$ cat src/warp_buffer_config.svh
`ifndef WARP_BUFFER_CONFIG_SVH
`define WARP_BUFFER_CONFIG_SVH

////////////////////////////////////////////////////////////
// image geometry
////////////////////////////////////////////////////////////

`define WB_WIDTH 16
`define WB_HEIGHT 12

// samples per beat, a bank word is a pair so this stays at 4
`define WB_NPPC 4
`define WB_BPP 8

////////////////////////////////////////////////////////////
// vertical reach and generated row spacing
////////////////////////////////////////////////////////////

// up + down must be even so the ring keeps row parity
`define WB_MAX_SHIFT_UP 2
`define WB_MAX_SHIFT_DOWN 2
`define WB_LINE_BREAK 4

`endif

$ cat src/warp_buffer_pkg.sv
`default_nettype none
`include "warp_buffer_config.svh"

package warp_buffer_pkg;

  // rows kept in the ring: both reaches, the current row and the write row
  localparam int BUFFER_LINES = `WB_MAX_SHIFT_UP + `WB_MAX_SHIFT_DOWN + 2;

  // words per bank, half the rows and one word per beat
  localparam int BANK_DEPTH = (BUFFER_LINES / 2) * (`WB_WIDTH / `WB_NPPC);

  ////////////////////////////////////////////////////////////
  // payload types
  ////////////////////////////////////////////////////////////

  typedef logic [`WB_BPP-1:0] pixel_t;

  // [0] is the lower column of the pair, [1] the column two to the right
  typedef pixel_t [1:0] pixel_pair_t;

  typedef pixel_t [`WB_NPPC-1:0] beat_t;

  ////////////////////////////////////////////////////////////
  // positions and addresses
  ////////////////////////////////////////////////////////////

  typedef logic [$clog2(`WB_WIDTH)-1:0] pos_x_t;
  typedef logic [$clog2(`WB_HEIGHT)-1:0] pos_y_t;

  typedef pos_x_t [`WB_NPPC-1:0] pos_vec_x_t;
  typedef pos_y_t [`WB_NPPC-1:0] pos_vec_y_t;

  typedef logic [$clog2(BANK_DEPTH)-1:0] bank_addr_t;

  typedef enum logic [1:0] {SYNCH, SKIP_LINES, NORMAL, GEN_LINES} seq_state_t;

endpackage

`default_nettype wire

$ cat src/warp_buffer_if.sv
`timescale 1ns/10ps
`default_nettype none
`include "warp_buffer_config.svh"

// shared bank write port
interface line_write_if import warp_buffer_pkg::*; ();
  // row parity of the word in flight
  logic        bank_sel;
  logic        strobe;
  bank_addr_t  addr_even;
  bank_addr_t  addr_odd;
  // samples 0/2 and 1/3 of the beat
  pixel_pair_t even_pair;
  pixel_pair_t odd_pair;

  modport writer (output bank_sel, strobe, addr_even, addr_odd, even_pair, odd_pair);
  modport store  (input  bank_sel, strobe, addr_even, addr_odd, even_pair, odd_pair);
endinterface

// registered bank words per sample, by row parity then column parity
interface bank_read_if import warp_buffer_pkg::*; ();
  pixel_pair_t [`WB_NPPC-1:0] word_00;
  pixel_pair_t [`WB_NPPC-1:0] word_01;
  pixel_pair_t [`WB_NPPC-1:0] word_10;
  pixel_pair_t [`WB_NPPC-1:0] word_11;

  modport source (output word_00, word_01, word_10, word_11);
  modport sink   (input  word_00, word_01, word_10, word_11);
endinterface

`default_nettype wire

$ cat src/line_writer.sv
`timescale 1ns/10ps
`default_nettype none

module line_writer import warp_buffer_pkg::*; (
  input  logic  aclk,
  input  logic  aresetn,
  input  beat_t s_axis_tdata,
  input  logic  s_axis_tvalid,
  input  logic  s_axis_tlast,
  input  logic  s_axis_tuser,
  line_write_if.writer wr
);

  // parity of the row the next beat belongs to
  logic row_parity;

  function automatic bank_addr_t next_addr(input bank_addr_t addr);
    return (addr == bank_addr_t'(BANK_DEPTH - 1)) ? '0 : addr + 1'b1;
  endfunction

  ////////////////////////////////////////////////////////////
  // write control
  ////////////////////////////////////////////////////////////

  always_ff @(posedge aclk) begin
    if (!aresetn) begin
      wr.strobe    <= 1'b0;
      wr.bank_sel  <= 1'b0;
      wr.addr_even <= '0;
      wr.addr_odd  <= '0;
      row_parity   <= 1'b0;
    end else begin
      wr.strobe <= s_axis_tvalid;

      // bump the bank that takes the word this cycle
      if (wr.strobe && !wr.bank_sel) begin
        wr.addr_even <= next_addr(wr.addr_even);
      end
      if (wr.strobe && wr.bank_sel) begin
        wr.addr_odd <= next_addr(wr.addr_odd);
      end

      if (s_axis_tvalid) begin
        wr.bank_sel <= s_axis_tuser ? 1'b0 : row_parity;
        row_parity  <= (s_axis_tuser ? 1'b0 : row_parity) ^ s_axis_tlast;
        // frame start puts row 0 at the ring origin
        if (s_axis_tuser) begin
          wr.addr_even <= '0;
          wr.addr_odd  <= '0;
        end
      end
    end
  end

  // pair packing by column parity
  always_ff @(posedge aclk) begin
    if (s_axis_tvalid) begin
      wr.even_pair <= {s_axis_tdata[2], s_axis_tdata[0]};
      wr.odd_pair  <= {s_axis_tdata[3], s_axis_tdata[1]};
    end
  end

endmodule

`default_nettype wire

$ cat src/frame_sequencer.sv
`timescale 1ns/10ps
`default_nettype none
`include "warp_buffer_config.svh"

module frame_sequencer import warp_buffer_pkg::*; (
  input  logic aclk,
  input  logic aresetn,
  input  logic s_axis_tvalid,
  input  logic s_axis_tlast,
  input  logic s_axis_tuser,
  output logic out_valid,
  output logic out_last,
  output logic out_user
);

  localparam int BEATS     = `WB_WIDTH / `WB_NPPC;
  localparam int SKIP_ROWS = `WB_MAX_SHIFT_DOWN + 1;
  localparam int GEN_LEN   = `WB_LINE_BREAK + BEATS;
  localparam int COL_W     = $clog2(BEATS + 1);
  localparam int GEN_W     = $clog2(GEN_LEN + 1);
  localparam int GROW_W    = $clog2(SKIP_ROWS + 1);

  localparam pos_y_t LAST_SKIP_ROW = pos_y_t'(SKIP_ROWS - 1);
  localparam pos_y_t FIRST_OUT_ROW = pos_y_t'(SKIP_ROWS);
  localparam pos_y_t LAST_ROW      = pos_y_t'(`WB_HEIGHT - 1);

  seq_state_t        state;
  logic              tvalid_d;
  logic              tlast_d;
  logic              tuser_d;
  logic [COL_W-1:0]  col;
  logic [COL_W-1:0]  cur_col;
  pos_y_t            row;
  pos_y_t            cur_row;
  logic              frame_seen;
  logic              resync;
  logic [GEN_W-1:0]  gen_cnt;
  logic [GROW_W-1:0] gen_row;
  logic              gen_end;

  // input flags, aligned with the bank write
  always_ff @(posedge aclk) begin
    if (!aresetn) begin
      tvalid_d <= 1'b0;
      tlast_d  <= 1'b0;
      tuser_d  <= 1'b0;
    end else begin
      tvalid_d <= s_axis_tvalid;
      tlast_d  <= s_axis_tlast;
      tuser_d  <= s_axis_tuser;
    end
  end

  ////////////////////////////////////////////////////////////
  // input position
  ////////////////////////////////////////////////////////////

  assign cur_col = tuser_d ? '0 : col;
  assign cur_row = tuser_d ? '0 : row;

  always_ff @(posedge aclk) begin
    if (!aresetn) begin
      col        <= '0;
      row        <= '0;
      frame_seen <= 1'b0;
    end else if (tvalid_d) begin
      col <= tlast_d ? '0 : cur_col + 1'b1;
      row <= tlast_d ? cur_row + 1'b1 : cur_row;
      // a complete row means the next tuser opens a whole frame
      if (tlast_d && cur_col == COL_W'(BEATS - 1)) begin
        frame_seen <= 1'b1;
      end
    end
  end

  assign resync  = tvalid_d && tuser_d && frame_seen;
  assign gen_end = (gen_cnt == GEN_W'(GEN_LEN - 1));

  ////////////////////////////////////////////////////////////
  // frame FSM
  ////////////////////////////////////////////////////////////

  always_ff @(posedge aclk) begin
    if (!aresetn) begin
      state   <= SYNCH;
      gen_cnt <= '0;
      gen_row <= '0;
    end else begin
      case (state)
        SYNCH: begin
          if (resync) begin
            state <= SKIP_LINES;
          end
        end
        SKIP_LINES: begin
          if (tvalid_d && tlast_d && cur_row == LAST_SKIP_ROW) begin
            state <= NORMAL;
          end
        end
        NORMAL: begin
          if (tvalid_d && tlast_d && cur_row == LAST_ROW) begin
            state   <= GEN_LINES;
            gen_cnt <= '0;
            gen_row <= '0;
          end
        end
        GEN_LINES: begin
          gen_cnt <= gen_end ? '0 : gen_cnt + 1'b1;
          if (gen_end) begin
            gen_row <= gen_row + 1'b1;
            if (gen_row == GROW_W'(SKIP_ROWS - 1)) begin
              state <= SKIP_LINES;
            end
          end
        end
        default: state <= SYNCH;
      endcase
    end
  end

  // output flags, the resync beat is already row 0 of a skipped band
  always_comb begin
    out_valid = 1'b0;
    out_last  = 1'b0;
    out_user  = 1'b0;
    case (state)
      SYNCH: begin
        out_valid = tvalid_d && !resync;
        out_last  = tvalid_d && tlast_d && !resync;
        out_user  = tvalid_d && tuser_d && !resync;
      end
      NORMAL: begin
        out_valid = tvalid_d;
        out_last  = tvalid_d && tlast_d;
        out_user  = tvalid_d && cur_row == FIRST_OUT_ROW && cur_col == '0;
      end
      GEN_LINES: begin
        // idle gap first, then one row of beats
        out_valid = (gen_cnt >= GEN_W'(`WB_LINE_BREAK));
        out_last  = gen_end;
      end
      default: begin
        out_valid = 1'b0;
      end
    endcase
  end

endmodule

`default_nettype wire

$ cat src/quad_line_store.sv
`timescale 1ns/10ps
`default_nettype none
`include "warp_buffer_config.svh"

module quad_line_store import warp_buffer_pkg::*; (
  input  logic        aclk,
  line_write_if.store wr,
  input  pos_vec_x_t  pos_x,
  input  pos_vec_y_t  pos_y,
  bank_read_if.source rd
);

  localparam int BEATS = `WB_WIDTH / `WB_NPPC;

  bank_addr_t                 wr_addr;
  pixel_pair_t [`WB_NPPC-1:0] dout [2][2];

  // row slot pairs share a word line, one word per beat
  function automatic bank_addr_t word_addr(input pos_y_t slot, input pos_x_t col);
    return bank_addr_t'((slot >> 1) * BEATS + col / `WB_NPPC);
  endfunction

  assign wr_addr = wr.bank_sel ? wr.addr_odd : wr.addr_even;

  for (genvar i = 0; i < `WB_NPPC; i++) begin : g_sample
    pos_y_t slot_y0;
    pos_y_t slot_y1;
    pos_x_t col_x1;

    // ring slots of rows y and y+1
    assign slot_y0 = pos_y_t'(pos_y[i] % BUFFER_LINES);
    assign slot_y1 = (slot_y0 == pos_y_t'(BUFFER_LINES - 1)) ? '0 : slot_y0 + 1'b1;
    // x+1 wraps at the row end
    assign col_x1  = (pos_x[i] == pos_x_t'(`WB_WIDTH - 1)) ? '0 : pos_x[i] + 1'b1;

    for (genvar r = 0; r < 2; r++) begin : g_row
      for (genvar c = 0; c < 2; c++) begin : g_col
        pixel_pair_t mem [BANK_DEPTH];
        pixel_pair_t rd_word;
        bank_addr_t  rd_addr;

        // bank r/c serves whichever row and column of the quad has that parity
        assign rd_addr = word_addr((pos_y[i][0] == 1'(r)) ? slot_y0 : slot_y1,
                                   (pos_x[i][0] == 1'(c)) ? pos_x[i] : col_x1);

        always_ff @(posedge aclk) begin
          if (wr.strobe && wr.bank_sel == 1'(r)) begin
            mem[wr_addr] <= (c == 0) ? wr.even_pair : wr.odd_pair;
          end
          rd_word <= mem[rd_addr];
        end

        assign dout[r][c][i] = rd_word;
      end
    end
  end

  assign rd.word_00 = dout[0][0];
  assign rd.word_01 = dout[0][1];
  assign rd.word_10 = dout[1][0];
  assign rd.word_11 = dout[1][1];

endmodule

`default_nettype wire

$ cat src/neighbour_select.sv
`timescale 1ns/10ps
`default_nettype none
`include "warp_buffer_config.svh"

module neighbour_select import warp_buffer_pkg::*; (
  input  logic       aclk,
  input  pos_vec_x_t pos_x,
  input  pos_vec_y_t pos_y,
  bank_read_if.sink  rd,
  output beat_t      tap_00,
  output beat_t      tap_01,
  output beat_t      tap_10,
  output beat_t      tap_11
);

  pos_vec_x_t pos_x_q;
  pos_vec_y_t pos_y_q;

  // positions ride along with the bank read
  always_ff @(posedge aclk) begin
    pos_x_q <= pos_x;
    pos_y_q <= pos_y;
  end

  for (genvar i = 0; i < `WB_NPPC; i++) begin : g_sample
    pixel_pair_t word [2][2];
    logic        row_p;
    logic        col_p;
    pos_x_t      col_x1;

    assign word[0][0] = rd.word_00[i];
    assign word[0][1] = rd.word_01[i];
    assign word[1][0] = rd.word_10[i];
    assign word[1][1] = rd.word_11[i];

    assign row_p  = pos_y_q[i][0];
    assign col_p  = pos_x_q[i][0];
    assign col_x1 = (pos_x_q[i] == pos_x_t'(`WB_WIDTH - 1)) ? '0 : pos_x_q[i] + 1'b1;

    // bit 1 of a column picks the pixel inside its pair
    assign tap_00[i] = word[row_p][col_p][pos_x_q[i][1]];
    assign tap_01[i] = word[row_p][~col_p][col_x1[1]];
    assign tap_10[i] = word[~row_p][col_p][pos_x_q[i][1]];
    assign tap_11[i] = word[~row_p][~col_p][col_x1[1]];
  end

endmodule

`default_nettype wire

$ cat src/warp_buffer.sv
`timescale 1ns/10ps
`default_nettype none

module warp_buffer import warp_buffer_pkg::*; (
  input  logic       aclk,
  input  logic       aresetn,

  input  beat_t      s_axis_tdata,
  input  logic       s_axis_tvalid,
  input  logic       s_axis_tlast,
  input  logic       s_axis_tuser,

  output logic       new_pos_tready,
  output logic       new_pos_tuser,
  input  logic       new_pos_tvalid,
  input  pos_vec_x_t new_pos_x,
  input  pos_vec_y_t new_pos_y,

  output beat_t      m_axis_00_tdata,
  output beat_t      m_axis_01_tdata,
  output beat_t      m_axis_10_tdata,
  output beat_t      m_axis_11_tdata,
  output logic       m_axis_tvalid,
  output logic       m_axis_tlast,
  output logic       m_axis_tuser
);

  line_write_if wr_bus ();
  bank_read_if  rd_bus ();

  logic       out_valid;
  logic       out_last;
  logic       out_user;
  pos_vec_x_t req_x;
  pos_vec_y_t req_y;

  // no request, read the origin
  assign req_x = new_pos_tvalid ? new_pos_x : '0;
  assign req_y = new_pos_tvalid ? new_pos_y : '0;

  line_writer u_line_writer (
    .aclk          (aclk),
    .aresetn       (aresetn),
    .s_axis_tdata  (s_axis_tdata),
    .s_axis_tvalid (s_axis_tvalid),
    .s_axis_tlast  (s_axis_tlast),
    .s_axis_tuser  (s_axis_tuser),
    .wr            (wr_bus.writer)
  );

  frame_sequencer u_frame_sequencer (
    .aclk          (aclk),
    .aresetn       (aresetn),
    .s_axis_tvalid (s_axis_tvalid),
    .s_axis_tlast  (s_axis_tlast),
    .s_axis_tuser  (s_axis_tuser),
    .out_valid     (out_valid),
    .out_last      (out_last),
    .out_user      (out_user)
  );

  quad_line_store u_quad_line_store (
    .aclk  (aclk),
    .wr    (wr_bus.store),
    .pos_x (req_x),
    .pos_y (req_y),
    .rd    (rd_bus.source)
  );

  neighbour_select u_neighbour_select (
    .aclk   (aclk),
    .pos_x  (req_x),
    .pos_y  (req_y),
    .rd     (rd_bus.sink),
    .tap_00 (m_axis_00_tdata),
    .tap_01 (m_axis_01_tdata),
    .tap_10 (m_axis_10_tdata),
    .tap_11 (m_axis_11_tdata)
  );

  // requests are taken while the sequencer marks a beat
  assign new_pos_tready = out_valid;
  assign new_pos_tuser  = out_user;

  ////////////////////////////////////////////////////////////
  // output flags, aligned with the bank read latency
  ////////////////////////////////////////////////////////////

  always_ff @(posedge aclk) begin
    if (!aresetn) begin
      m_axis_tvalid <= 1'b0;
      m_axis_tlast  <= 1'b0;
      m_axis_tuser  <= 1'b0;
    end else begin
      m_axis_tvalid <= out_valid;
      m_axis_tlast  <= out_last;
      m_axis_tuser  <= out_user;
    end
  end

endmodule

`default_nettype wire

$ cat config.mk
export PLATFORM = sky130hd
export DESIGN_NAME = warp_buffer
export DESIGN_NICKNAME = d
export VERILOG_FILES = /design/src/warp_buffer_pkg.sv /design/src/warp_buffer_if.sv /design/src/line_writer.sv /design/src/frame_sequencer.sv /design/src/quad_line_store.sv /design/src/neighbour_select.sv /design/src/warp_buffer.sv
export VERILOG_INCLUDE_DIRS = /design/src
export SDC_FILE = /design/constraint.sdc
export NUM_CORES = 2
export LEC_CHECK = 0
export BUFFER_PORTS_ARGS = -buffer_cell sky130_fd_sc_hd__buf_2
export CORE_MARGIN = 10
export CORE_UTILIZATION = 50
export DETAILED_ROUTE_END_ITERATION = 6
export PLACE_DENSITY = 0.69
export REMOVE_ABC_BUFFERS = 1
export SYNTH_ARGS = -nofsm -noshare
export SYNTH_HDL_FRONTEND = slang
export SYNTH_SLANG_ARGS = --single-unit
$ cat constraint.sdc
create_clock -name aclk -period 3.5 [get_ports aclk]
set_input_delay 0.175 -clock aclk [delete_from_list [all_inputs] [get_ports aclk]]
set_output_delay 0.175 -clock aclk [all_outputs]
set_load 0.1 [all_outputs]
# Word-level counts from Yosys, hierarchy flattened
# Memory sizes are Yosys's and may differ from the RTL's. A register that Yosys moved wholly into a read port is not among the register bits.
# Cells that the tools add are included.
[totals]
ram_bits = 3072
output_inout_bits = 133
register_bits = 84
inputBits = 70
mem_count = 16
[mem_list]
columns = ["name", "depth", "word_bits", "read_ports", "rd_clocked_by_memory_dff", "write_ports", "line", "rtl"]
rows = [
  ["u_quad_line_store.g_sample[0].g_row[0].g_col[0].mem", 12, 16, 1, 1, 1, "quad_line_store.sv:38", "pixel_pair_t mem [BANK_DEPTH];"],
  ["u_quad_line_store.g_sample[0].g_row[0].g_col[1].mem", 12, 16, 1, 1, 1, "quad_line_store.sv:38", ""],
  ["u_quad_line_store.g_sample[0].g_row[1].g_col[0].mem", 12, 16, 1, 1, 1, "quad_line_store.sv:38", ""],
  ["u_quad_line_store.g_sample[0].g_row[1].g_col[1].mem", 12, 16, 1, 1, 1, "quad_line_store.sv:38", ""],
  ["u_quad_line_store.g_sample[1].g_row[0].g_col[0].mem", 12, 16, 1, 1, 1, "quad_line_store.sv:38", ""],
  ["u_quad_line_store.g_sample[1].g_row[0].g_col[1].mem", 12, 16, 1, 1, 1, "quad_line_store.sv:38", ""],
  ["10 more memories", "--", "--", "--", "--", "--", "--", ""],
]
[classes]
add_sub_neg = 34
n_mux = 167
eq_ne = 28
div_mod_pow = 4
n_bitwise = 26
order_cmp = 25
reduce_logical = 23
[op_table]
columns = ["cell", "count"]
rows = [
  ["$mux 16", 50],
  ["$mux 32", 24],
  ["$mux 8", 32],
  ["$mod 4x3->32 const B", 4],
  ["$mux 4", 25],
  ["$add 4x2->4", 16],
  ["$eq 4x4->1 const B", 11],
  ["$mux 3", 14],
  ["$add 4x1->4 const B", 8],
  ["$ge 2x2->1 const B", 16],
  ["$not 1->2", 16],
  ["$mux 2", 11],
  ["$eq 4x3->1 const B", 5],
  ["$lt 1x2->1 const B", 8],
  ["$add 3x1->3 const B", 5],
  ["$logic_and 1x1->1", 14],
  ["$add 2x1->2 const B", 5],
  ["$ne 2x1->1 const B", 5],
  ["$not 1->1", 9],
  ["$eq 4x2->1 const B", 2],
  ["$pmux 2 s4", 1],
  ["$pmux 4 s2", 1],
  ["$eq 2x2->1 const B", 3],
  ["$pmux 1 s3", 2],
  ["other kinds (14)", 20],
]

# Longest topological paths before layout
[logic_depth]
ltp_word = 10
depth_mapped = 17

# By module
# A second synthesis with hierarchy kept.
[hier_totals]
hier_cells = 4026
area_unflattened_um2 = 63818.7
[by_module_without_submodules]
columns = ["mod", "seq_area_each_um2", "cells_per_inst", "area_per_inst_um2", "instances"]
rows = [
  ["quad_line_store", 28187.0, 3325, 54066.9, 1],
  ["neighbour_select", 240.2, 436, 6767.7, 1],
  ["line_writer", 1181.1, 90, 1466.4, 1],
  ["frame_sequencer", 380.4, 134, 1183.6, 1],
  ["warp_buffer", 60.1, 41, 334.1, 1],
]

# Worst setup path after synthesis
# OpenSTA, ideal clock, no wires.
[synth_timing]
kind = "reg2out"
start = "register u_neighbour_select.pos_x_q[5] (netlist bit)"
end = "output port m_axis_01_tdata[12] (netlist bit)"
path_buffers = 2
arrival_time_ns = 3.415
path_stages_with_launch = 6
path_slack_ns = -0.090
required_time_ns = 3.325
cell_sequence = "dfxtp_1 > clkbuf_1 > buf_1 > mux2_2 > o21ai_0 > o21ai_0"
[synth_rtl]
columns = ["item", "line", "rtl"]
rows = [
  ["from (decl)", "neighbour_select.sv:16", "pos_vec_x_t pos_x_q;"],
  ["from (signal assigned)", "neighbour_select.sv:21", "pos_x_q <= pos_x;"],
  ["to (decl)", "warp_buffer.sv:20", "output beat_t m_axis_01_tdata,"],
]

==> results_dict.tcl <==
set metrics [dict create \
    drt-pass1-iter-count 7 \
    wl_um 251000 \
    synth_cells 6156 \
    synthArstFlopShare_pct 0 \
    relSlewSlack_pct 8.40 \
    core_um2 127000 \
    io_buffers 202 \
    antenna_found_initial 5 \
    hpwl_um 153000 \
    clk_pin_slew_ns 0.07 \
    dieArea_um2 143000 \
    htree_levels 3 \
    cp.arrival_ns 3.41 \
    slew_viol_final 0 \
    synth_seq_cells 1100 \
    layout_common_cells "nand2_1 (1104), edfxtp_1 (800), nor2_1 (370)" \
    tritoncts "yes" \
    yosysTopAreaCell "edfxtp_1" \
    finalCritPeriodShare_pct 102 \
    rows 131 \
    cts_root_buffer "clkbuf_16" \
    clk_path_buf_depth 3 \
    critPathKind "reg -> out" \
    synth_area_um2 64000 \
    viasPerCell 7.04 \
    routedWlPerCell_um 31.5 \
    synth_top_area_share_pct 37.5 \
    synth.top_cells.by_area "edfxtp_1 (38%), mux4_2 (10%), dfxtp_1 (9.4%)" \
    worst_pin_slew_ns 1.37 \
    cp_max_fo 18 \
    grt_pass1_vias 53000 \
    syn_area_per_cell_um2 10.4 \
    mostFrequentLayoutCell "nand2_1" \
    cts_made_buffers 117 \
    finalHoldViolCount 0 \
    gr-usage-all-layers_pct 34.0 \
    die_w_um 378 \
    crit_required_ns 3.32 \
    cts.sinks 1100 \
    critPathLaunchType "flop" \
    drv_cap 0 \
    fin_skew_ns 0.0411 \
    antenna_left 0 \
    whs_ns 0.0266 \
    critPathCaptureType "output pin" \
    period_needed_ns 3.59 \
    clk_latency_ns 0.77 \
    synth_edf_count 800 \
    rsz0062_at_grt "no" \
    outcome "finished with violations" \
    drive_above_1_share_pct 19.8 \
    fin_nets 6289 \
    drt_iter0_drc 9981 \
    synth-warning-count 0 \
    die_h_um 378 \
    synth_cell_types 82 \
    ys_seq_area_share_pct 46.9 \
    place_ws_ns 0.275 \
    remaining_drc_errors 3 \
    r2r_slack_ns 0.83 \
    vias 56000 \
    ys_dominant_reg_cell "edfxtp_1" \
    io_pins 203 \
    area_growth_syn_to_layout_pct 13.5 \
    start_util_pct 50.3 \
    grt_max_degree 143 \
    power-per-cell-area_nw_per_um2 510 \
    hold_class "in -> reg" \
    fin_cells 7965 \
    grt_pass1_wl_um 358000 \
    dp.cells 7688 \
    setup_viol 9 \
    fmaxAchievable_mhz 279 \
    vdd_drop_max_mv 0.735 \
    leakage_uw 0.0254 \
    grt_overflow 0 \
    violations "DRC, setup timing" \
    routabilityCongestion 0.947 \
    setup_ws_ns -0.0852 \
]
[metrics by stage]
step                util [%]  power (uW)  TNS, ns  area (um2)
floorplan                  -       21100  -612.77       61700
global placement        53.5       23900        0       68100
detailed placement      53.5       24000        0       68100
CTS                     57.1       36800        0       72700
global route            57.1       38000        0       72700
finish                  57.1       37100   -0.470       72700
[cells by family after synthesis]
| family | synth area share, % |
|---|---|
| and+or+nand+nor | 14.6 |
| AOI/OAI and AO/OA | 16.3 |
| DFF | 46.9 |
| muxes | 17.9 |
| buffers and inverters | 3.73 |
| adders and majority gates | 0.430 |
| xor gates and xnor gates | 0.151 |
[power by group]
| part | total [uW] | switching, uW | internal (uW) |
|---|---|---|---|
| logic | 8680 | 6170 | 2510 |
| clock network | 13000 | 5520 | 7490 |
| registers | 15400 | 739 | 14600 |
| total | 37100 | 12400 | 24600 |
[routing by layer]
metal | wire length (um) | vias to the layer above | track usage [%]
met5 | 23 | - | 0
li1 | - | 23400 | -
met1 | 90700 | 26900 | 44.8
met4 | 18300 | 4 | 22.4
met2 | 105000 | 4835 | 48.7
met3 | 37500 | 890 | 9.72
[worst max-delay path, stage by stage (launching register included)]
cell     delay [ns]
dfxtp_4        0.76
mux2_2         0.48
o21ai_0        0.68
o21ai_0        0.32
buf_2          0.40
[cell usage after synthesis, types with 5 or more instances]
| master | count |
|---|---|
| mux2i_1 | 243 |
| and2_1 | 36 |
| nand3b_1 | 5 |
| clkbuf_1 | 378 |
| nor2b_1 | 321 |
| nor3_1 | 10 |
| a31o_2 | 16 |
| o22ai_1 | 16 |
| nand4_1 | 5 |
| nand2b_1 | 10 |
| o21ai_0 | 354 |
| a22o_1 | 18 |
| mux4_2 | 288 |
| xnor2_1 | 7 |
| a32o_1 | 15 |
| a31oi_1 | 229 |
| nand2_1 | 1116 |
| o211ai_1 | 17 |
| buf_1 | 74 |
| buf_4 | 5 |
| o31ai_1 | 16 |
| edfxtp_1 | 800 |
| and4_1 | 33 |
| a22oi_1 | 19 |
| mux2_2 | 222 |
| o21a_1 | 5 |
| a221o_1 | 18 |
| a221oi_1 | 15 |
| o221ai_1 | 16 |
| a211o_1 | 33 |
| buf_2 | 98 |
| nand3_1 | 146 |
| buf_6 | 5 |
| dfxtp_1 | 300 |
| a311oi_1 | 114 |
| nor2_1 | 397 |
| ha_1 | 22 |
| a211oi_1 | 305 |
| a311o_1 | 33 |
| a21oi_1 | 290 |
| a21boi_0 | 20 |
| inv_1 | 27 |
[layout make-up]
type	instances	area (um2)
antenna	1	2.50
fill	10300	54700
clock buffer	154	3280
multi-input combinational	4468	32000
clock inverter	70	738
inverter	28	105
tap	1662	2080
sequential	1100	30100
timing repair buffer	482	4370
[worst paths after layout]
kind / cells past startpoint / endpoint / startpoint
min reg2reg: 2 / u_frame_sequencer.col[1]$_SDFFE_PN0P_ / u_frame_sequencer.col[1]$_SDFFE_PN0P_
max reg2reg: 5 / flop / u_frame_sequencer.tvalid_d$_SDFF_PN0_
min: 1 / u_line_writer.wr.even_pair[5]$_DFFE_PP_ / s_axis_tvalid
max: 4 / m_axis_01_tdata[9] / u_neighbour_select.pos_x_q[5]$_DFF_P_
[registers in the layout, summed over array words and instances, names as in the netlist, 16 cells and up]
register / count
u_quad_line_store.rd.word_00: 64
u_line_writer.wr.even_pair: 16
u_quad_line_store.rd.word_01: 64
u_quad_line_store.rd.word_11: 64
u_quad_line_store.g_sample.g_row.g_col.mem: 768
u_line_writer.wr.odd_pair: 16
u_quad_line_store.rd.word_10: 64
[repair_timing]
action / 4_1_cts / 5_1_grt
hold buffers: 51 / 0
gates resized for setup: 2 / 4
setup buffers: 1 / 0
hold endpoints to repair: 77 / 0
endpoints found under the setup margin: 4 / 11
Note: power is estimated with default switching activity, not from simulation.
